--- src/hdl/load_pkg.sv ---
`default_nettype none

package load_pkg;

    // ********************************************************************
    // Sizes
    // ********************************************************************
    localparam int LINE_WIDTH          = 512;
    localparam int LINE_ADDR_WIDTH     = 64;
    localparam int WORD_WIDTH          = 32;
    localparam int LINE_COUNT_WIDTH    = 32;
    localparam int CREDIT_WIDTH        = 32;
    localparam int NUM_OFFSETS         = 3;
    localparam int LOG2_PREFETCH_DEPTH = 4;
    localparam int PREFETCH_DEPTH      = 1 << LOG2_PREFETCH_DEPTH;
    localparam int NUM_REGIONS         = 6;

    // ********************************************************************
    // Vector types
    // ********************************************************************
    typedef logic [LINE_WIDTH-1:0]          line_t;
    typedef logic [LINE_ADDR_WIDTH-1:0]     line_addr_t;
    typedef logic [WORD_WIDTH-1:0]          word_t;
    typedef logic [LINE_COUNT_WIDTH-1:0]    line_count_t;
    typedef logic signed [CREDIT_WIDTH-1:0] credit_t;
    typedef logic [LOG2_PREFETCH_DEPTH:0]   fifo_count_t;
    typedef logic [NUM_REGIONS-1:0]         region_mask_t;

    // ********************************************************************
    // Enums
    // ********************************************************************

    // Encoding as expected by the DMA read engine
    typedef enum logic [1:0]
    {
        BURST_1 = 2'd0,
        BURST_2 = 2'd1,
        BURST_4 = 2'd3
    } burst_len_t;

    typedef enum logic [2:0]
    {
        IDLE,
        PREPROCESS,
        DMA_TRIGGER,
        WRITE_TRIGGER,
        READ,
        DONE
    } load_state_t;

endpackage

`default_nettype wire

--- src/hdl/load_job_if.sv ---
`default_nettype none

interface load_job_if import load_pkg::*; ();

    // Job start, marks entry to READ
    logic         go;
    line_count_t  length;
    logic         multiline;
    region_mask_t region_mask;
    // One pulse per broadcast line
    logic         forwarded;

    modport sequencer
    (
        output go,
        output length,
        output multiline,
        output region_mask,
        input  forwarded
    );

    modport requester
    (
        input go,
        input length,
        input multiline
    );

    modport fanout
    (
        input  region_mask,
        output forwarded
    );

endinterface

`default_nettype wire

--- src/hdl/region_fanout.sv ---
`default_nettype none

module region_fanout import load_pkg::*;
(
    input  wire logic         clk,
    input  wire logic         internal_reset,

    load_job_if.fanout        job,

    input  wire logic         fifo_empty,
    output logic              fifo_re,
    input  wire logic         fifo_rvalid,
    input  wire line_t        fifo_rdata,

    input  wire region_mask_t region_almostfull,
    output region_mask_t      region_we,
    output line_t             region_wdata
);

    // Disabled regions never hold back the stream
    logic hold;

    assign fifo_re = !fifo_empty && !hold;

    always_ff @(posedge clk)
    begin
        if (internal_reset)
        begin
            hold          <= 1'b0;
            region_we     <= '0;
            job.forwarded <= 1'b0;
        end
        else
        begin
            hold          <= |(region_almostfull & job.region_mask);
            region_we     <= fifo_rvalid ? job.region_mask : '0;
            job.forwarded <= fifo_rvalid;
        end
    end

    always_ff @(posedge clk)
    begin
        if (fifo_rvalid)
        begin
            region_wdata <= fifo_rdata;
        end
    end

endmodule

`default_nettype wire
--- src/flat_wrapper.sv ---
// flat-port wrapper written by rule: the top's interface ports become plain ports
module region_fanout_flat import load_pkg::*;
  (clk, internal_reset, fifo_empty, fifo_re, fifo_rvalid, fifo_rdata, region_almostfull, region_we, region_wdata, job_region_mask, job_forwarded);
  load_job_if job_i ();
  input  wire logic clk;
  input  wire logic internal_reset;
  input  wire logic fifo_empty;
  output logic fifo_re;
  input  wire logic fifo_rvalid;
  input  wire line_t fifo_rdata;
  input  wire region_mask_t region_almostfull;
  output region_mask_t region_we;
  output line_t region_wdata;
  input wire logic [$bits(job_i.region_mask)-1:0] job_region_mask;
  output wire logic [$bits(job_i.forwarded)-1:0] job_forwarded;
  assign job_i.region_mask = job_region_mask;
  assign job_forwarded = job_i.forwarded;
  region_fanout u_core (.clk(clk), .internal_reset(internal_reset), .job(job_i), .fifo_empty(fifo_empty), .fifo_re(fifo_re), .fifo_rvalid(fifo_rvalid), .fifo_rdata(fifo_rdata), .region_almostfull(region_almostfull), .region_we(region_we), .region_wdata(region_wdata));
endmodule
--- config.mk ---
export PLATFORM = sky130hd
export DESIGN_NAME = region_fanout_flat
export DESIGN_NICKNAME = d
export VERILOG_FILES = /design/src/hdl/load_pkg.sv /design/src/hdl/load_job_if.sv /design/src/hdl/region_fanout.sv /design/src/flat_wrapper.sv
export SDC_FILE = /design/constraint.sdc
export NUM_CORES = 1
export LEC_CHECK = 0
export BUFFER_PORTS_ARGS = -buffer_cell sky130_fd_sc_hd__buf_2
export CORE_AREA = 5 5 408 410
export DETAILED_ROUTE_END_ITERATION = 8
export DIE_AREA = 0 0 413 415
export PLACE_DENSITY = 0.33
export SETUP_SLACK_MARGIN = 0.05
export SLEW_MARGIN = 5
export SYNTH_ARGS = -nofsm -noshare
export SYNTH_HDL_FRONTEND = slang
export SYNTH_SLANG_ARGS = --single-unit
export TNS_END_PERCENT = 50
--- constraint.sdc ---
create_clock -name clk -period 0.8 [get_ports clk]
set_input_delay 0.04 -clock clk [delete_from_list [all_inputs] [get_ports clk]]
set_output_delay 0.04 -clock clk [all_outputs]
set_load 0.05 [all_outputs]
==> out/qor.csv <==
metric,value,unit
multi_input_area,91.3,um2
wl_per_cell,21.7,um
critPathLaunchType,flop,
max_slew.worst_pin.slew,0.560,ns
drive_gt1_share,51.1,%
avgSynthCellArea,29.4,um2
crit_cells,1,
via_per_inst,2.87,
cp_slowest_cell,edfxtp_1,
synth_cells,532,
yosysMostFrequentCell,edfxtp_1,
cp.buffers_inverters,1,
synth-async-reset-ratio,0,%
clockPowerShare,37.7,%
cp_top_family,flip-flops,
cp.required,0.76,ns
grt_max_degree,44,
failed_checks,"antenna rules, setup timing",
path_class,reg -> out,
clk_pin_slew,0.05,ns
cp-startpoint,u_core.region_wdata[184],
synth_area,15600,um2
grt-ovfl-total,0,
drcViolationCount,0,
yosys_register_bits,520,
rows,148,
drt-pass1-iter-count,4,
worst_slack,-0.627,ns
drtIter0Drc,654,
cts_buffers,71,
endpoint_kind,output port,
dp_slack,-0.279,ns
synth_cell_types,7,
drt_wl_total,99300,um
yosys_warnings,0,
place_inst,3805,
intPower,58.4,mW
setup_viol,898,
grt_usage,11.0,%
vias,13200,
port_buffers,1047,
arrival,1.39,ns
die_height,415,um
finalSetupTns,-295.99,ns
nets,2846,
p_leak,14.6,nW
cts_htree_levels,3,
min_period,1.43,ns
path_max_fanout,1,
cts_tree,built,
synth_ff_type,edfxtp_1,
synth_common_cells,"edfxtp_1, dfxtp_1, and2_1, a22oi_1",
cts_sinks,520,
hold_violations,0,
powerDensity,2290,nW/um2
ir_drop,1.86,mV
rsz0062_at_grt,yes,
drtAntennaViolNets,1,
num_io_pins,1048,
start_util,9.64,%
yosys.area.top_type,edfxtp_1,
die_area,171000,um2
fmax,701,MHz
p_comb_share,22.2,%
post_cts_buffers,0,
core_area,162000,um2
fin_cells,4586,
p_seq_share,40.1,%
grt_pass1_vias,14200,
crit_path_max_incr_delay,0.54,ns
synth_nets,1060,
ys_seq_area_share,99.5,%
grt_antenna_before_repair,63,
seq_area,15600,um2
cts_root_buf,clkbuf_16,
grt_pass1_wl,127000,um
slew_headroom,62.5,%
area_growth,136,%
fillers,17000,
synth_area_leaders,"edfxtp_1, dfxtp_1, and2_1",
cp_cell_sequence,buf_6,
cts_buffer_depth,3,
gp_congestion,0.834,
min_path_type,in -> reg,
synth_top_area_share,98.4,%
max_cap_viol_count,0,
dp_hpwl,80100,um
period_share,178,%
fp.dieW,413,um
synth_edf_count,512,
endpoint,region_wdata[184],
p_sw_share,30.5,%
switchingPower,25.6,mW
status,"finished, violations left",
slew_viol_final,0,
-- metal layers --
metal | vias up | share of wire, % | global-route usage, %
met4 | 22 | 3.3 | 3.96
met3 | 143 | 8.8 | 3.95
met5 | - | 0.13 | 0
met2 | 644 | 49 | 18.6
met1 | 6517 | 39 | 12.8
li1 | 5835 | - | -
-- cells by family (layout without fill, tap and decap cells) --
group,after synthesis,count (layout),share of synthesized area [%]
AO/OA/AOI/OAI,4,4,0.184
buffers and inverters,0,1840,0
flip-flops,520,520,99.5
other,0,39,0
AND/OR/NAND/NOR,8,8,0.352
-- power groups by stage --
| stage | sequential (mW) | clock, mW | combinational, mW |
|---|---|---|---|
| global placement | 33.8 | 0 | 14.3 |
| CTS | 33.6 | 33.3 | 18.4 |
| global route | 33.9 | 34.2 | 19.2 |
| detailed placement | 33.8 | 0 | 14.2 |
| finish | 33.7 | 31.7 | 18.7 |
| floorplan | 41.0 | 0 | 0.0405 |
-- per-stage QoR --
stage	utilization, %	power [mW]	hold WS [ns]	instance area (um2)
after CTS	22.2	85.3	0.000225	35900
after global routing	22.7	87.4	0.0110	36700
after floorplan	-	41.0	0.109	15600
after detailed placement	15.7	48.0	0.218	25400
final	22.7	84.1	0.0580	36800
after global placement	15.7	48.1	0.216	25400
-- sequential cells by signal, summed over array words and instances (netlist names) --
signal	flops
u_core.region_wdata	512
u_core.job.forwarded	1
u_core.hold	1
u_core.region_we	6
-- layout by cell type (no fill, tap or decap), types with 6 or more instances in the layout --
cell           instances
clkinv_1              15
edfxtp_1             512
buf_6                443
clkinv_2               9
clkbuf_16             73
buf_12               100
buf_4                 27
and2_1                 6
buf_2                526
dfxtp_4                6
diode_2               39
clkbuf_1               7
dlygate4sd3_1        615
-- worst min path at each step --
stage	start	to	slack, ns	cells past startpoint
3_3_place_gp	fifo_rdata[33]	u_core.region_wdata[33]	0.22	1
4_1_cts	fifo_rdata[205]	u_core.region_wdata[205]	0.0002	2
5_1_grt	region_almostfull[1]	u_core.hold	0.01	3
6_report	fifo_rvalid	u_core.region_wdata[470]	0.06	3
3_5_place_dp	fifo_rdata[283]	u_core.region_wdata[283]	0.22	1
2_1_floorplan	internal_reset	u_core.hold	0.11	1
-- cell type report --
type | instances | area share, %
Tap cell | 2175 | 7.40
Clock buffer | 80 | 5.04
Sequential cell | 520 | 42.3
Multi-Input combinational cell | 12 | 0.248
Clock inverter | 47 | 1.22
Antenna cell | 39 | 0.265
Timing Repair Buffer | 1713 | 43.5
-- tightest hold or removal path: cells and delay by family --
| kind | cells | cell delay [ns] |
|---|---|---|
| buffers and inverters | 3 | 0.47 |
-- timing repair --
item / CTS / global route
hold endpoints to repair: 667 / 69
hold buffers: 613 / 3
pin swaps: 1 / 0
cloned: 0 / 0
gates resized for setup: 663 / 350
endpoints found under the setup margin: 520 / 1125
No activity file was read; power rests on OpenSTA's default activity.
