## src/hdl/load_pkg.sv

```systemverilog
`default_nettype none

package load_pkg;

    // ********************************************************************
    // Sizes
    // ********************************************************************
    localparam int LINE_WIDTH          = 512;
    localparam int LINE_ADDR_WIDTH     = 64;
    localparam int WORD_WIDTH          = 32;
    localparam int LINE_COUNT_WIDTH    = 32;
    localparam int CREDIT_WIDTH        = 32;
    localparam int NUM_OFFSETS         = 3;
    localparam int LOG2_PREFETCH_DEPTH = 4;
    localparam int PREFETCH_DEPTH      = 1 << LOG2_PREFETCH_DEPTH;
    localparam int NUM_REGIONS         = 6;

    // ********************************************************************
    // Vector types
    // ********************************************************************
    typedef logic [LINE_WIDTH-1:0]          line_t;
    typedef logic [LINE_ADDR_WIDTH-1:0]     line_addr_t;
    typedef logic [WORD_WIDTH-1:0]          word_t;
    typedef logic [LINE_COUNT_WIDTH-1:0]    line_count_t;
    typedef logic signed [CREDIT_WIDTH-1:0] credit_t;
    typedef logic [LOG2_PREFETCH_DEPTH:0]   fifo_count_t;
    typedef logic [NUM_REGIONS-1:0]         region_mask_t;

    // ********************************************************************
    // Enums
    // ********************************************************************

    // Encoding as expected by the DMA read engine
    typedef enum logic [1:0]
    {
        BURST_1 = 2'd0,
        BURST_2 = 2'd1,
        BURST_4 = 2'd3
    } burst_len_t;

    typedef enum logic [2:0]
    {
        IDLE,
        PREPROCESS,
        DMA_TRIGGER,
        WRITE_TRIGGER,
        READ,
        DONE
    } load_state_t;

endpackage

`default_nettype wire

```

## src/hdl/load_job_if.sv

```systemverilog
`default_nettype none

interface load_job_if import load_pkg::*; ();

    // Job start, marks entry to READ
    logic         go;
    line_count_t  length;
    logic         multiline;
    region_mask_t region_mask;
    // One pulse per broadcast line
    logic         forwarded;

    modport sequencer
    (
        output go,
        output length,
        output multiline,
        output region_mask,
        input  forwarded
    );

    modport requester
    (
        input go,
        input length,
        input multiline
    );

    modport fanout
    (
        input  region_mask,
        output forwarded
    );

endinterface

`default_nettype wire

```

## src/hdl/line_requester.sv

```systemverilog
`default_nettype none

module line_requester import load_pkg::*;
(
    input  wire logic        clk,
    input  wire logic        internal_reset,

    load_job_if.requester    job,

    input  wire logic        dma_active,
    output logic             rd_req,
    output burst_len_t       rd_len,
    input  wire logic        rx_valid,
    input  wire line_t       rx_data,

    input  wire logic        reading,
    input  wire fifo_count_t fifo_count,
    output logic             fifo_we,
    output line_t            fifo_wdata
);

    line_count_t requested;
    line_count_t received;
    line_count_t requested_plus2;
    line_count_t requested_plus4;

    credit_t in_flight;
    credit_t free_space;
    credit_t allowance;

    assign requested_plus2 = requested + line_count_t'(2);
    assign requested_plus4 = requested + line_count_t'(4);

    // ********************************************************************
    // Credit pipeline, two cycles behind the counters
    // ********************************************************************
    always_ff @(posedge clk)
    begin
        in_flight  <= credit_t'(requested - received);
        free_space <= credit_t'(PREFETCH_DEPTH) - credit_t'(fifo_count);
        allowance  <= free_space - in_flight;
    end

    // ********************************************************************
    // Burst selection
    // ********************************************************************
    always_ff @(posedge clk)
    begin
        if (internal_reset)
        begin
            requested <= '0;
            received  <= '0;
            rd_req    <= 1'b0;
            fifo_we   <= 1'b0;
        end
        else
        begin
            rd_req  <= 1'b0;
            fifo_we <= reading && rx_valid;
            if (job.go)
            begin
                requested <= '0;
                received  <= '0;
            end
            else
            begin
                if (reading && rx_valid)
                begin
                    received <= received + 1'b1;
                end
                if (reading && dma_active && allowance > 0)
                begin
                    if (job.multiline && requested_plus4 < job.length)
                    begin
                        rd_req    <= 1'b1;
                        rd_len    <= BURST_4;
                        requested <= requested_plus4;
                    end
                    else if (job.multiline && requested_plus2 < job.length)
                    begin
                        rd_req    <= 1'b1;
                        rd_len    <= BURST_2;
                        requested <= requested_plus2;
                    end
                    else if (requested < job.length)
                    begin
                        rd_req    <= 1'b1;
                        rd_len    <= BURST_1;
                        requested <= requested + 1'b1;
                    end
                end
            end
        end
    end

    always_ff @(posedge clk)
    begin
        fifo_wdata <= rx_data;
    end

endmodule

`default_nettype wire

```

## src/flat_wrapper.sv

```systemverilog
// flat-port wrapper written by rule: the top's interface ports become plain ports
module line_requester_flat import load_pkg::*;
  (clk, internal_reset, dma_active, rd_req, rd_len, rx_valid, rx_data, reading, fifo_count, fifo_we, fifo_wdata, job_go, job_length, job_multiline);
  load_job_if job_i ();
  input  wire logic clk;
  input  wire logic internal_reset;
  input  wire logic dma_active;
  output logic rd_req;
  output burst_len_t rd_len;
  input  wire logic rx_valid;
  input  wire line_t rx_data;
  input  wire logic reading;
  input  wire fifo_count_t fifo_count;
  output logic fifo_we;
  output line_t fifo_wdata;
  input wire logic [$bits(job_i.go)-1:0] job_go;
  input wire logic [$bits(job_i.length)-1:0] job_length;
  input wire logic [$bits(job_i.multiline)-1:0] job_multiline;
  assign job_i.go = job_go;
  assign job_i.length = job_length;
  assign job_i.multiline = job_multiline;
  line_requester u_core (.clk(clk), .internal_reset(internal_reset), .job(job_i), .dma_active(dma_active), .rd_req(rd_req), .rd_len(rd_len), .rx_valid(rx_valid), .rx_data(rx_data), .reading(reading), .fifo_count(fifo_count), .fifo_we(fifo_we), .fifo_wdata(fifo_wdata));
endmodule
```

## config.mk

```make
export PLATFORM = sky130hd
export DESIGN_NAME = line_requester_flat
export DESIGN_NICKNAME = d
export VERILOG_FILES = /design/src/hdl/load_pkg.sv /design/src/hdl/load_job_if.sv /design/src/hdl/line_requester.sv /design/src/flat_wrapper.sv
export SDC_FILE = /design/constraint.sdc
export NUM_CORES = 1
export LEC_CHECK = 0
export BUFFER_PORTS_ARGS = -buffer_cell sky130_fd_sc_hd__buf_2
export CELL_PAD_IN_SITES_DETAIL_PLACEMENT = 1
export CELL_PAD_IN_SITES_GLOBAL_PLACEMENT = 2
export CORE_AREA = 8 8 409 411
export CTS_CLUSTER_SIZE = 24
export DETAILED_ROUTE_END_ITERATION = 8
export DIE_AREA = 0 0 417 419
export PLACE_DENSITY_LB_ADDON = 0.1
export SLEW_MARGIN = 5
export SYNTH_ARGS = -nofsm -noshare
export SYNTH_HDL_FRONTEND = slang
export SYNTH_SLANG_ARGS = --single-unit
```

## constraint.sdc

```tcl
create_clock -name clk -period 4.7 [get_ports clk]
set_input_delay 0.94 -clock clk [delete_from_list [all_inputs] [get_ports clk]]
set_output_delay 0.94 -clock clk [all_outputs]
set_load 0.05 [all_outputs]
```

==> results.md <==
- GR Overflow Total: 0
- Buffer depth of the longest clock path: 3
- Largest net degree at the start of global routing: 34
- Starting DRT DRC Count: 906
- Crit path max fanout: 5
- Vias: 19500
- Status: completed
- Slowest cell delay on critical path: 0.43 ns
- Die ar.: 175000 µm²
- Critical Path AT: 5.00 ns
- Ys flop type: dfxtp_1
- Cell variety after synth: 75
- MaxCap Viol Count: 0
- Layout cells sized above 1: 42.9%
- Port Buffers: 1071
- Placer's final routability congestion estimate: 0.859
- Total wire length: 165000 µm
- Final Cell Area: 33200 µm²
- Initial core utilization: 13.2%
- Die W: 417 µm
- Leading area contributor after synthesis: dfxtp_1
- First-pass GRT wire length: 210000 µm
- List of most frequent post-synthesis cells: dfxtp_1, ha_1, inv_1
- FMAX: 226 MHz
- Area Overhead vs Synth: 56.3%
- Post-synthesis sequential area ratio: 61.4%
- Max transition margin: 35.1%
- DRC errors left: 0
- Final setup fails: 0
- Yosys warns: 0
- Setup Total Neg Slack: 0 ns
- Worst-Margin Slew: 0.969 ns
- Root buf cell: clkbuf_16
- Syn Inst Count: 1857
- Worst slack at placement: -0.0998 ns
- NumNets Final: 3834
- Post-synth ARST share: 0%
- DR pass1 iterations: 5
- Hold Fails Final Rpt: 0
- Final Max Tran Viols: 0
- Startpoint Class: flop
- Min setup slack post-route: 0.280 ns
- GRT Overall Usage: 18.0%
- Clk_lat worst skew: 0.68 ns
- Avg Vias per Cell: 3.62
- Crit path cell chain: nand3_1, nor4_4, and3_1, and2_1, and3_4, nand3_1, nor2_1, xor2_1, ha_1, nand4_1, or3_1, o2111ai_1, a211o_2, buf_4, mux2i_4, nand3_2, or3_1, a21oi_1
- Placed cell areas: 30200 µm²
- Worst path bufs/invs: 1
- Hold Startpoint: rx_data[198]
- Post-Syn Area per Cell: 11.4 µm²
- FF-to-FF Start: u_core.requested[17]$_SDFFE_PP0P_
- # fillers: 18700
- Vias in the first global route: 20800
- Pwr Density: 455 nW/µm²
- Fin crit share: 94.1%
- Initial antenna violation count: 191
- Lkg Pwr: 15.5 nW
- Routed Antenna Nets: 0
- CTS tree: built
- Critical path class: flop to flop
- Yosys reg bits: 650
- H-tree Lvls: 3
- Family with the most delay on the worst path: simple AND/OR/NAND/NOR gates
- Slowest CP cell: or3_1
- WL per Instance: 30.6 µm
- Cts hold-fix bufs: 0
- Reg clk slew, reported paths: 0.06 ns
- CP Capture Type: flop
- Final core area utilization: 20.6%
- Most numerous cell in the Yosys netlist: dfxtp_1
- Sink Count: 650
- Final HPWL DP: 148000 µm
- Min-Delay Path Class: input pin to flop
- Mapped cell area: 21200 µm²
- Req. time, crit path: 5.28 ns
- Leading post-synthesis cells by cell area: dfxtp_1, ha_1, xnor2_1
- CORE AREA: 161000 µm²
- I/O Pins: 1072
- Setup crit start: u_core.requested[17]$_SDFFE_PP0P_
- Synth top area share: 61.1%
- Vert. Die Dim: 419 µm
- Total power: 15.1 mW
- Peak VDD IR: 0.239 mV
- Total CTS buffers: 85
- Worst Clk Skew: 0.0360 ns
- Post-synth EDFFs: 2
- Row count: 148
- Min Tclk post-route: 4.42 ns
- Syn_nets: 2574
worst reg2reg max path: stages, from the launching register on:
cell	delay, ns
dfxtp_1	0.34
nand3_1	0.15
nor4_4	0.33
and3_1	0.22
and2_1	0.23
and3_4	0.28
nand3_1	0.17
nor2_1	0.18
xor2_1	0.08
ha_1	0.32
nand4_1	0.12
or3_1	0.43
o2111ai_1	0.20
a211o_2	0.23
buf_4	0.17
mux2i_4	0.32
nand3_2	0.12
or3_1	0.32
a21oi_1	0.13
worst paths after layout:
check / end / slack (ns) / depth (start not counted)
worst max-delay path: u_core.requested[19]$_SDFFE_PP0P_ / 0.28 / 18
worst min-delay path: u_core.fifo_wdata[198]$_DFF_P_ / 0.35 / 1
worst max register to register: u_core.requested[19]$_SDFFE_PP0P_ / 0.28 / 18
worst min register to register: u_core.received[30]$_SDFFE_PP0P_ / 0.49 / 2
repair_timing:
| action | in CTS | in global routing |
|---|---|---|
| gates resized for setup | 3 | 8 |
| hold endpoints to repair | 0 | 0 |
| endpoints found under the setup margin | 11 | 30 |
| setup buffers | 0 | 1 |
| pin swaps | 0 | 2 |
sequential cells by signal, indices dropped and copies added (netlist names):
| register | flops |
|---|---|
| u_core.free_space | 6 |
| u_core.rd_req | 1 |
| u_core.rd_len | 2 |
| u_core.requested | 32 |
| u_core.received | 32 |
| u_core.fifo_wdata | 512 |
| u_core.allowance | 32 |
| u_core.fifo_we | 1 |
| u_core.in_flight | 32 |
per-layer routing:
layer / track usage (%) / share of wire [%]
met1: 21.6 / 41
met5: 0 / 0.15
met3: 6.04 / 8.2
met2: 31.0 / 48
met4: 4.04 / 2.7
placed cells by master (no fill, tap or decap), types with 10 or more instances in the layout:
master,Yosys,layout
and3_1,18,18
a21oi_1,91,91
a21o_1,40,40
nor4_1,16,15
o21ai_1,24,24
nor2b_1,15,13
and2_1,18,18
diode_2,0,30
a31oi_1,12,12
xnor2_1,103,102
clkbuf_16,0,87
nand3_1,34,34
buf_2,8,1071
o211ai_1,11,11
buf_4,1,133
dfxtp_1,648,647
nand4_1,35,35
nor3_1,26,26
or3_1,19,19
clkbuf_1,18,18
clkinv_2,0,10
nand2b_1,12,12
inv_1,125,125
ha_1,159,159
xor2_1,43,43
nand2_1,95,95
clkbuf_8,0,20
a211oi_1,10,10
nor2_1,109,108
o21a_1,16,16
o21ai_0,43,43
through the flow:
step,hold slack [ns],cells
after floorplan,0.458,1857
after global placement,0.478,5204
after detailed placement,0.480,5204
after CTS,0.264,5353
after global routing,0.286,5366
final,0.353,5384
cell type report:
| type | instances | area (µm²) | area share, % |
|---|---|---|---|
| clock buffers | 125 | 2520 | 7.59 |
| flip-flops and latches | 650 | 13000 | 39.3 |
| well taps | 2175 | 2720 | 8.20 |
| diodes | 30 | 75.1 | 0.226 |
| inverters | 127 | 477 | 1.44 |
| clock inverters | 24 | 384 | 1.16 |
| multi-input cells | 1048 | 7590 | 22.9 |
| repair buffers | 1205 | 6380 | 19.2 |
where the power goes:
| part | leakage [nW] | switching [mW] | internal [mW] |
|---|---|---|---|
| clock network | 1.42 | 2.73 | 4.11 |
| registers | 5.45 | 0.172 | 5.89 |
| logic | 8.63 | 1.59 | 0.604 |
logic make-up after synthesis:
family / after synthesis / synth area share [%]
and+or+nand+nor: 424 / 10.1
adders and majority gates: 161 / 9.56
DFF: 650 / 61.4
xor gates and xnor gates: 146 / 6.02
AOI/OAI and AO/OA: 315 / 9.77
buffers and inverters: 159 / 3.02
muxes: 2 / 0.153
Power figures use the tool's default switching activity.
