### config.mk
export PLATFORM = sky130hd
export DESIGN_NAME = load_sequencer_flat
export DESIGN_NICKNAME = d
export VERILOG_FILES = /design/src/hdl/load_pkg.sv /design/src/hdl/load_job_if.sv /design/src/hdl/load_sequencer.sv /design/src/flat_wrapper.sv
export SDC_FILE = /design/constraint.sdc
export NUM_CORES = 1
export LEC_CHECK = 0
export ABC_AREA = 1
export BUFFER_PORTS_ARGS = -buffer_cell sky130_fd_sc_hd__buf_2
export CORE_AREA = 2 2 206 208
export CTS_CLUSTER_SIZE = 28
export DETAILED_ROUTE_END_ITERATION = 12
export DIE_AREA = 0 0 208 210
export HOLD_SLACK_MARGIN = 0.02
export SLEW_MARGIN = 20
export SYNTH_ARGS = -nofsm -noshare
export SYNTH_HDL_FRONTEND = slang
export SYNTH_SLANG_ARGS = --single-unit
### constraint.sdc
create_clock -name clk -period 13.2 [get_ports clk]
set_input_delay 0 -clock clk [delete_from_list [all_inputs] [get_ports clk]]
set_output_delay 0 -clock clk [all_outputs]
set_load 0.005 [all_outputs]
### src/hdl/load_pkg.sv
`default_nettype none

package load_pkg;

    // ********************************************************************
    // Sizes
    // ********************************************************************
    localparam int LINE_WIDTH          = 512;
    localparam int LINE_ADDR_WIDTH     = 64;
    localparam int WORD_WIDTH          = 32;
    localparam int LINE_COUNT_WIDTH    = 32;
    localparam int CREDIT_WIDTH        = 32;
    localparam int NUM_OFFSETS         = 3;
    localparam int LOG2_PREFETCH_DEPTH = 4;
    localparam int PREFETCH_DEPTH      = 1 << LOG2_PREFETCH_DEPTH;
    localparam int NUM_REGIONS         = 6;

    // ********************************************************************
    // Vector types
    // ********************************************************************
    typedef logic [LINE_WIDTH-1:0]          line_t;
    typedef logic [LINE_ADDR_WIDTH-1:0]     line_addr_t;
    typedef logic [WORD_WIDTH-1:0]          word_t;
    typedef logic [LINE_COUNT_WIDTH-1:0]    line_count_t;
    typedef logic signed [CREDIT_WIDTH-1:0] credit_t;
    typedef logic [LOG2_PREFETCH_DEPTH:0]   fifo_count_t;
    typedef logic [NUM_REGIONS-1:0]         region_mask_t;

    // ********************************************************************
    // Enums
    // ********************************************************************

    // Encoding as expected by the DMA read engine
    typedef enum logic [1:0]
    {
        BURST_1 = 2'd0,
        BURST_2 = 2'd1,
        BURST_4 = 2'd3
    } burst_len_t;

    typedef enum logic [2:0]
    {
        IDLE,
        PREPROCESS,
        DMA_TRIGGER,
        WRITE_TRIGGER,
        READ,
        DONE
    } load_state_t;

endpackage

`default_nettype wire

### src/hdl/load_job_if.sv
`default_nettype none

interface load_job_if import load_pkg::*; ();

    // Job start, marks entry to READ
    logic         go;
    line_count_t  length;
    logic         multiline;
    region_mask_t region_mask;
    // One pulse per broadcast line
    logic         forwarded;

    modport sequencer
    (
        output go,
        output length,
        output multiline,
        output region_mask,
        input  forwarded
    );

    modport requester
    (
        input go,
        input length,
        input multiline
    );

    modport fanout
    (
        input  region_mask,
        output forwarded
    );

endinterface

`default_nettype wire

### src/hdl/load_sequencer.sv
`default_nettype none

module load_sequencer import load_pkg::*;
(
    input  wire logic       clk,
    input  wire logic       internal_reset,

    input  wire logic       op_start,
    input  wire logic       trigger_dma,
    input  wire logic       cfg_multiline,
    input  wire line_addr_t base_addr,
    input  wire word_t      cfg_base_offset,
    input  wire word_t      cfg_offset [NUM_OFFSETS],
    input  wire line_count_t cfg_length,
    input  wire region_mask_t cfg_region_mask,

    input  wire logic       dma_idle,
    output logic            dma_start,
    output line_addr_t      dma_addr,
    output line_count_t     dma_length,
    output logic            dma_multiline,

    output logic            reading,
    output logic            op_done,

    load_job_if.sequencer   job
);

    load_state_t state;

    logic                           use_dma;
    word_t                          offset_r [NUM_OFFSETS];
    word_t                          addr_high;
    word_t                          running_offset;
    logic [$clog2(NUM_OFFSETS)-1:0] offset_idx;
    line_count_t                    fwd_count;
    line_count_t                    fwd_next;

    assign reading = (state == READ);

    always_comb
    begin
        fwd_next = fwd_count + line_count_t'(job.forwarded);
    end

    // ********************************************************************
    // Command capture and address build
    // ********************************************************************
    always_ff @(posedge clk)
    begin
        if (state == IDLE && op_start)
        begin
            use_dma         <= trigger_dma;
            offset_r        <= cfg_offset;
            addr_high       <= base_addr[LINE_ADDR_WIDTH-1:WORD_WIDTH];
            running_offset  <= base_addr[WORD_WIDTH-1:0] + cfg_base_offset;
            job.length      <= cfg_length;
            job.multiline   <= cfg_multiline;
            job.region_mask <= cfg_region_mask;
            offset_idx      <= '0;
        end
        if (state == PREPROCESS)
        begin
            running_offset <= running_offset + offset_r[offset_idx];
            offset_idx     <= offset_idx + 1'b1;
        end
        if (state == DMA_TRIGGER && dma_idle)
        begin
            dma_addr      <= {addr_high, running_offset};
            dma_length    <= job.length;
            dma_multiline <= job.multiline;
        end
    end

    // ********************************************************************
    // Job FSM
    // ********************************************************************
    always_ff @(posedge clk)
    begin
        if (internal_reset)
        begin
            state     <= IDLE;
            dma_start <= 1'b0;
            op_done   <= 1'b0;
            job.go    <= 1'b0;
            fwd_count <= '0;
        end
        else
        begin
            dma_start <= 1'b0;
            op_done   <= 1'b0;
            job.go    <= 1'b0;
            case (state)
                IDLE:
                begin
                    if (op_start)
                    begin
                        fwd_count <= '0;
                        state     <= (cfg_length == '0) ? DONE : PREPROCESS;
                    end
                end
                PREPROCESS:
                begin
                    if (offset_idx == NUM_OFFSETS - 1)
                    begin
                        state <= use_dma ? DMA_TRIGGER : WRITE_TRIGGER;
                    end
                end
                DMA_TRIGGER:
                begin
                    if (dma_idle)
                    begin
                        dma_start <= 1'b1;
                        state     <= WRITE_TRIGGER;
                    end
                end
                WRITE_TRIGGER:
                begin
                    job.go <= 1'b1;
                    state  <= READ;
                end
                READ:
                begin
                    fwd_count <= fwd_next;
                    if (fwd_next == job.length)
                    begin
                        state <= DONE;
                    end
                end
                DONE:
                begin
                    op_done <= 1'b1;
                    state   <= IDLE;
                end
                default:
                begin
                    state <= IDLE;
                end
            endcase
        end
    end

endmodule

`default_nettype wire

### src/flat_wrapper.sv
// flat-port wrapper written by rule: the top's interface ports become plain ports
module load_sequencer_flat import load_pkg::*;
  (clk, internal_reset, op_start, trigger_dma, cfg_multiline, base_addr, cfg_base_offset, cfg_offset, cfg_length, cfg_region_mask, dma_idle, dma_start, dma_addr, dma_length, dma_multiline, reading, op_done, job_go, job_length, job_multiline, job_region_mask, job_forwarded);
  load_job_if job_i ();
  input  wire logic clk;
  input  wire logic internal_reset;
  input  wire logic op_start;
  input  wire logic trigger_dma;
  input  wire logic cfg_multiline;
  input  wire line_addr_t base_addr;
  input  wire word_t cfg_base_offset;
  input  wire word_t cfg_offset[NUM_OFFSETS];
  input  wire line_count_t cfg_length;
  input  wire region_mask_t cfg_region_mask;
  input  wire logic dma_idle;
  output logic dma_start;
  output line_addr_t dma_addr;
  output line_count_t dma_length;
  output logic dma_multiline;
  output logic reading;
  output logic op_done;
  output wire logic [$bits(job_i.go)-1:0] job_go;
  output wire logic [$bits(job_i.length)-1:0] job_length;
  output wire logic [$bits(job_i.multiline)-1:0] job_multiline;
  output wire logic [$bits(job_i.region_mask)-1:0] job_region_mask;
  input wire logic [$bits(job_i.forwarded)-1:0] job_forwarded;
  assign job_go = job_i.go;
  assign job_length = job_i.length;
  assign job_multiline = job_i.multiline;
  assign job_region_mask = job_i.region_mask;
  assign job_i.forwarded = job_forwarded;
  load_sequencer u_core (.clk(clk), .internal_reset(internal_reset), .op_start(op_start), .trigger_dma(trigger_dma), .cfg_multiline(cfg_multiline), .base_addr(base_addr), .cfg_base_offset(cfg_base_offset), .cfg_offset(cfg_offset), .cfg_length(cfg_length), .cfg_region_mask(cfg_region_mask), .dma_idle(dma_idle), .dma_start(dma_start), .dma_addr(dma_addr), .dma_length(dma_length), .dma_multiline(dma_multiline), .reading(reading), .op_done(op_done), .job(job_i));
endmodule
==> metrics, run 1 <==
slowest cell on the critical path=fa_1; post-synth top area share=53.7%; clk buf depth=3; area of the mapped netlist=16700 sq um; depth of the most critical reg-to-reg path=20; layout cell share with drive strength beyond 1=21.3%; post-synth net total=2011; # setup viols final=0; worst path arrival time=4.43 ns; Reg2Reg Setup Slack=9.05 ns; number of cells on the critical path=20; CP startpoint kind=register; DR WL/cell=17.6 um; global-route wire length before repair=77500 um; drt via density=5.05; clock root cell=clkbuf_16; delay-heaviest family, CP=simple AND/OR/NAND/NOR gates; f_max=241 MHz; synthesized instance count=1707; Clock transition at path regs=0.06 ns; Final Critical Period=4.15 ns; Vias=14330; P&R area growth vs syn=33.5%; core box area=41500 sq um; Storage cell area=9740 sq um; most frequent cell after synthesis=nand2_1; WP data required=13.48 ns; design area=22300 sq um; worst rel slew slack=32.6%; Slew @ Worst Pin=1.01 ns; Max-Cap Viols=0; CP max stage delay=0.44 ns; placed cell area=19300 sq um; n_diodes=0; Synth area leader=edfxtp_1; Final Hold Vio Count=0; height of the die=210 um; Worst R2R End=u_core.running_offset[28]; Setup TNS=0 ns; Post-synth top cells=nand2_1 (363), edfxtp_1 (299), nor2_1 (203); Clock Skews=0.0141 ns; Worst VDD drop=0.148 mV; input/output buffers=376; CTS tree=yes; ys async rst share=0%; HP Class=in2reg; drt total wl=49900 um; Reg2Reg Launch Point=u_core.offset_idx[0]; Seq/Total Area, Yosys=58.2%; postcts setup bufs=0; vias in the first global route=14316; final worst-path cycle share=31.5%; io pins=377; number of buffers and inverters on the critical path=4; Most used DFF post-synth=edfxtp_1; Tot GR Track Use=22.5%; Residual DRC=0; nets@finish=2577; status=completed; largest net degree at the start of global routing=170; Yosys warnings=0; WS Path Type=reg2reg; Die X=208 um; total grt overflow=0; Critical Path End=u_core.running_offset[28]; Avg Cell Area, Syn=9.80 sq um; std cell rows=75; crit-path cells=buf_4 -> inv_2 -> buf_4 -> nor2_1 -> o31ai_1 -> ha_1 -> fa_1 -> nand2_1 -> nand2_1 -> o21ai_0 -> nor2_1 -> nor2_1 -> inv_1 -> nand3_1 -> nand3b_1 -> a21oi_1 -> o21ai_0 -> or2_2 -> nand2_1 -> nand2_1; power per standard cell area=199 nW/um^2; TritonRoute pass-1 iters=5; Fillers=3731; post-synthesis register bit count=337; DRT antenna net count=0; count of different cell masters after synthesis=45; largest cells by area after synthesis=edfxtp_1 (54%), nand2_1 (8.1%), ha_1 (4.9%); initial antenna violation count=0; Max Slew Vio Count=0; Initial Util=40.3%; clock latency on the worst-skew pair=0.54 ns; multi-input logic area=6380 sq um; H-tree levels=2; crit path launch=u_core.offset_idx[0]; total CTS buffers=37; last weighted congestion value of the routability-driven placer=0.905; Leak=0.00920 uW; Worst path most repeated cell=nand2_1; die area=43700 sq um; worst-path maximum fanout=51; drt initial violations=931; critical path capture point type=register; TritonCTS Sinks=337; HPWL Detailed=35900 um; EDFF count, synth=299; RSZ-0062 raised after global routing=false
-- cell type report --
cell class | count | share of cell area, %
flip-flops and latches | 337 | 43.6
multi-input cells | 1197 | 28.6
repair buffers | 563 | 16.8
clock buffers | 45 | 4.51
well taps | 539 | 3.02
inverters | 137 | 2.30
clock inverters | 22 | 1.23
-- state kept, by name, summed over array words and instances, names as in the netlist, 2 cells and up --
register	cells
u_core.offset_r	96
u_core.dma_addr	64
u_core.addr_high	32
u_core.dma_length	32
u_core.fwd_count	32
u_core.job.length	32
u_core.running_offset	32
u_core.job.region_mask	6
u_core.state	3
u_core.offset_idx	2
-- metrics by stage --
| step | utilization [%] | setup slack [ns] | hold WS (ns) | power, uW | cells |
|---|---|---|---|---|---|
| after floorplan | - | 4.34 | 0.0989 | 2820 | 1707 |
| after global placement | 46.5 | 9.18 | 0.178 | 3310 | 2595 |
| after detailed placement | 46.5 | 9.08 | 0.178 | 3330 | 2595 |
| after CTS | 53.8 | 9.06 | 0.0318 | 4470 | 2839 |
| after global routing | 53.9 | 8.68 | 0.0714 | 4770 | 2840 |
| final | 53.9 | 9.05 | 0.0426 | 4450 | 2840 |
-- worst min-delay path, stage by stage --
cell     delay [ns]
buf_2          0.11
inv_1          0.06
fa_1           0.15
o21ai_0        0.08
-- power breakdown --
part	switching (uW)	internal [uW]
combinational	1120	601
sequential	129	1510
clock	422	664
total	1670	2780
-- kinds of logic after synthesis --
family / after synthesis / share of synthesized area [%]
AND/OR/NAND/NOR: 791 / 20.8
flip-flops: 337 / 58.2
AO/OA/AOI/OAI: 311 / 10.5
buffers and inverters: 173 / 3.91
adder cells (fa/ha/maj): 67 / 5.10
XOR/XNOR: 27 / 1.41
multiplexers: 1 / 0.0673
-- metal layers --
| metal | up-vias | part of all wire, % | track usage (%) |
|---|---|---|---|
| met1 | 6653 | 43 | 29.0 |
| li1 | 7123 | - | - |
| met3 | 95 | 4.9 | 2.95 |
| met5 | - | 0 | 0 |
| met2 | 459 | 49 | 38.7 |
| met4 | 0 | 3.4 | 8.31 |
-- what timing repair did --
| item | 4_1_cts | 5_1_grt |
|---|---|---|
| hold buffers | 177 | 0 |
| gates resized for setup | 0 | 0 |
| endpoints found under the hold margin | 176 | 0 |
-- worst min-delay path by stage --
stage	from	endpoint	slack, ns	cells after the start
finish	cfg_base_offset[1]	u_core.running_offset[1]	0.04	4
global route	cfg_base_offset[4]	u_core.running_offset[4]	0.07	4
CTS	base_addr[28]	u_core.running_offset[28]	0.03	4
detailed placement	base_addr[48]	u_core.addr_high[16]	0.18	1
global placement	base_addr[50]	u_core.addr_high[18]	0.18	1
floorplan	base_addr[32]	u_core.addr_high[0]	0.1	0
-- cell usage in the layout (no fill, tap or decap), types with 5 or more instances in the layout --
cell	instances
a21o_1	12
a21oi_1	142
a31oi_1	15
buf_2	376
buf_4	8
bufinv_16	6
clkbuf_1	5
clkbuf_16	39
clkinv_1	6
clkinv_2	5
dfxtp_1	38
dlygate4sd3_1	177
edfxtp_1	299
ha_1	65
inv_1	134
nand2_1	363
nand2_2	9
nand3_1	136
nand3b_1	19
nand4_1	11
nor2_1	200
nor2_4	12
nor3_1	10
nor4_1	9
o21a_1	5
o21ai_0	84
o31ai_1	34
or2_2	6
xnor2_1	16
xor2_1	11
Note: power is estimated with default switching activity, not from simulation.
==> inputs of run 2 (changes only) <==
==> constraint.sdc (replaced) <==
create_clock -name clk -period 3.4 [get_ports clk]
set_input_delay 0 -clock clk [delete_from_list [all_inputs] [get_ports clk]]
set_output_delay 0 -clock clk [all_outputs]
set_load 0.005 [all_outputs]
==> run 2 against run 1 <==
Effect of this change:
- via count rose by 1.7%
- count of clock-buffer cells in the layout rose by 1
- clock skew rose by 0.0058 ns
==> metrics, run 2 (same netlist as run 1, synthesis figures left out) <==
DP Worst Slack=0.170 ns (was 9.08 ns); Hold Crit Endpoint=u_core.job.go (was u_core.running_offset[1]); P&R area growth vs syn=35.5% (was 33.5%); sw power=6680 uW (was 1670 uW); Reg2Reg Setup Slack=0.24 ns (was 9.05 ns); multi-input logic area=6410 sq um (was 6380 sq um); power per standard cell area=786 nW/um^2 (was 199 nW/um^2); largest net degree at the start of global routing=116 (was 170); WP data required=3.67 ns (was 13.48 ns); global-route wire length before repair=77400 um (was 77500 um); H-tree levels=2 (unchanged); Setup TNS=0 ns (unchanged); height of the die=210 um (unchanged); Storage cell area=9740 sq um (about the same); clock root cell=clkbuf_16 (unchanged); Comb pwr share=40.4% (was 38.6%); total CTS buffers=38 (was 37); Leak=0.00936 uW (was 0.00920 uW); WS Path Type=reg2reg (unchanged); Worst VDD drop=0.467 mV (was 0.148 mV); HPWL Detailed=36200 um (was 35900 um); core box area=41500 sq um (unchanged); critical path capture point type=register (unchanged); Initial Util=40.3% (unchanged); hold_sp=internal_reset (was cfg_base_offset[1]); clock latency on the worst-skew pair=0.55 ns (was 0.54 ns); Max-Cap Viols=0 (unchanged); last weighted congestion value of the routability-driven placer=0.963 (was 0.905); nets@finish=2607 (was 2577); Seq pwr share=35.8% (was 36.9%); io pins=377 (unchanged); DR WL/cell=17.4 um (was 17.6 um); RSZ-0062 raised after global routing=false (unchanged); Clock transition at path regs=0.06 ns (about the same); drt total wl=50100 um (was 49900 um); DRT antenna net count=0 (unchanged); TritonCTS Sinks=337 (unchanged); power share of the clock group=23.8% (was 24.4%); vias in the first global route=14339 (was 14316); Fillers=3677 (was 3731); hold-critical path depth=2 (was 4); Worst R2R End=u_core.running_offset[25] (was u_core.running_offset[28]); Clock Skews=0.0199 ns (was 0.0141 ns); most common library cell in the layout ignoring fill and taps=buf_2 (unchanged); worst rel slew slack=46.1% (was 32.6%); P_int=11100 uW (was 2780 uW); Sw Ratio=37.5% (about the same); HP Class=in2reg (unchanged); Largest register FFs=96 (unchanged); Tot GR Track Use=22.4% (was 22.5%); Max Slew Vio Count=0 (unchanged); depth of the most critical reg-to-reg path=17 (was 20); setup ws final=0.243 ns (was 9.05 ns); Reg2Reg Launch Point=u_core.offset_idx[0] (unchanged); Vias=14570 (was 14330); drt via density=5.07 (was 5.05); Final Hold Vio Count=0 (unchanged); worst path arrival time=3.43 ns (was 4.43 ns); Residual DRC=0 (unchanged); std cell rows=75 (unchanged); worst-path maximum fanout=11 (was 51); layout cell share with drive strength beyond 1=22.5% (was 21.3%); input/output buffers=376 (unchanged); initial antenna violation count=1 (was 0); # setup viols final=0 (unchanged); CP startpoint kind=register (unchanged); f_max=317 MHz (was 241 MHz); total grt overflow=0 (unchanged); Slew @ Worst Pin=0.809 ns (was 1.01 ns); CTS tree=yes (unchanged); Die X=208 um (unchanged); final worst-path cycle share=92.9% (was 31.5%); drt initial violations=884 (was 931); TritonRoute pass-1 iters=5 (unchanged); most frequent cells in the layout=buf_2 (376), nand2_1 (362), edfxtp_1 (299) (was buf_2 (376), nand2_1 (363), edfxtp_1 (299)); Final Critical Period=3.16 ns (was 4.15 ns); die area=43700 sq um (unchanged); largest register by flop count=u_core.offset_r (unchanged); clk buf depth=3 (unchanged); Top Registers=u_core.offset_r (96), u_core.dma_addr (64) (unchanged); status=completed (unchanged); post-layout util=54.7% (was 53.9%)
[run 2: changes by cell type in the layout (fill, tap and decap cells not counted), sizes merged]
cell,delta
clkbuf,+1
clkinv,-1
inv,+3
dlygate4sd3,+4
buf,+25
diode,+1
[run 2: routing by layer]
layer	part of all wire, %	GRT usage, %	vias to the layer above
li1	-	-	7181
met1	42	28.8	6795
met2	49	38.6	494
met3	5.7	3.04	100
met4	3.6	8.51	0
met5	0	0	-
[run 2: stage by stage]
| stage | hold slack, ns | cell area (sq um) | total power (uW) | std cells |
|---|---|---|---|---|
| floorplan | 0.0989 | 16800 | 10800 | 1707 |
| global placement | 0.176 | 19500 | 13200 | 2620 |
| detailed placement | 0.178 | 19500 | 13300 | 2620 |
| CTS | 0.0266 | 22600 | 17800 | 2871 |
| global route | 0.0768 | 22700 | 19000 | 2873 |
| finish | 0.0484 | 22700 | 17800 | 2873 |
[run 2: power groups by stage]
stage	clock network, uW	logic, uW	registers [uW]
6_report	4240	7210	6380
5_1_grt	4500	8040	6460
2_1_floorplan	0	4520	6290
4_1_cts	4340	7070	6380
3_5_place_dp	0	6860	6440
3_3_place_gp	0	6780	6460
[run 2: repair_timing]
item | 4_1_cts | 5_1_grt
hold endpoints to repair | 178 | 0
setup endpoints to repair | 0 | 5
gates resized for setup | 0 | 10
buffers inserted | 0 | 1
hold buffers | 181 | 0
[run 2: layout make-up]
type,instances,area share (%)
Sequential cell,337,43.0
Multi-Input combinational cell,1197,28.3
Timing Repair Buffer,592,17.8
Clock buffer,46,4.33
Tap cell,539,2.97
Inverter,137,2.28
Clock inverter,24,1.35
Antenna cell,1,0.0110
[run 2: worst max path at each step]
| stage | from | end | cells past startpoint |
|---|---|---|---|
| finish | u_core.offset_idx[0] | u_core.running_offset[25] | 17 |
| global route | u_core.offset_idx[0] | u_core.running_offset[28] | 16 |
| detailed placement | u_core.offset_idx[0] | u_core.running_offset[28] | 18 |
| global placement | u_core.offset_idx[0] | u_core.running_offset[28] | 18 |
| floorplan | u_core.state[0] | u_core.fwd_count[14] | 7 |
| CTS | u_core.offset_idx[0] | u_core.running_offset[28] | 18 |
[run 2: worst max-delay path, stage by stage, from the launching register on]
cell and delay [ns]:
edfxtp_1 0.39, buf_4 0.18, buf_4 0.19, nor2_1 0.06, o31ai_1 0.27, ha_1 0.33, a21oi_1 0.23, o21ai_0 0.13
nand2_1 0.07, nand3_1 0.15, nand2_1 0.10, nand2_1 0.16, a21o_1 0.24, nand2_1 0.07, nand2_1 0.06, xor2_1 0.14
nand2_1 0.07, nand2_1 0.06
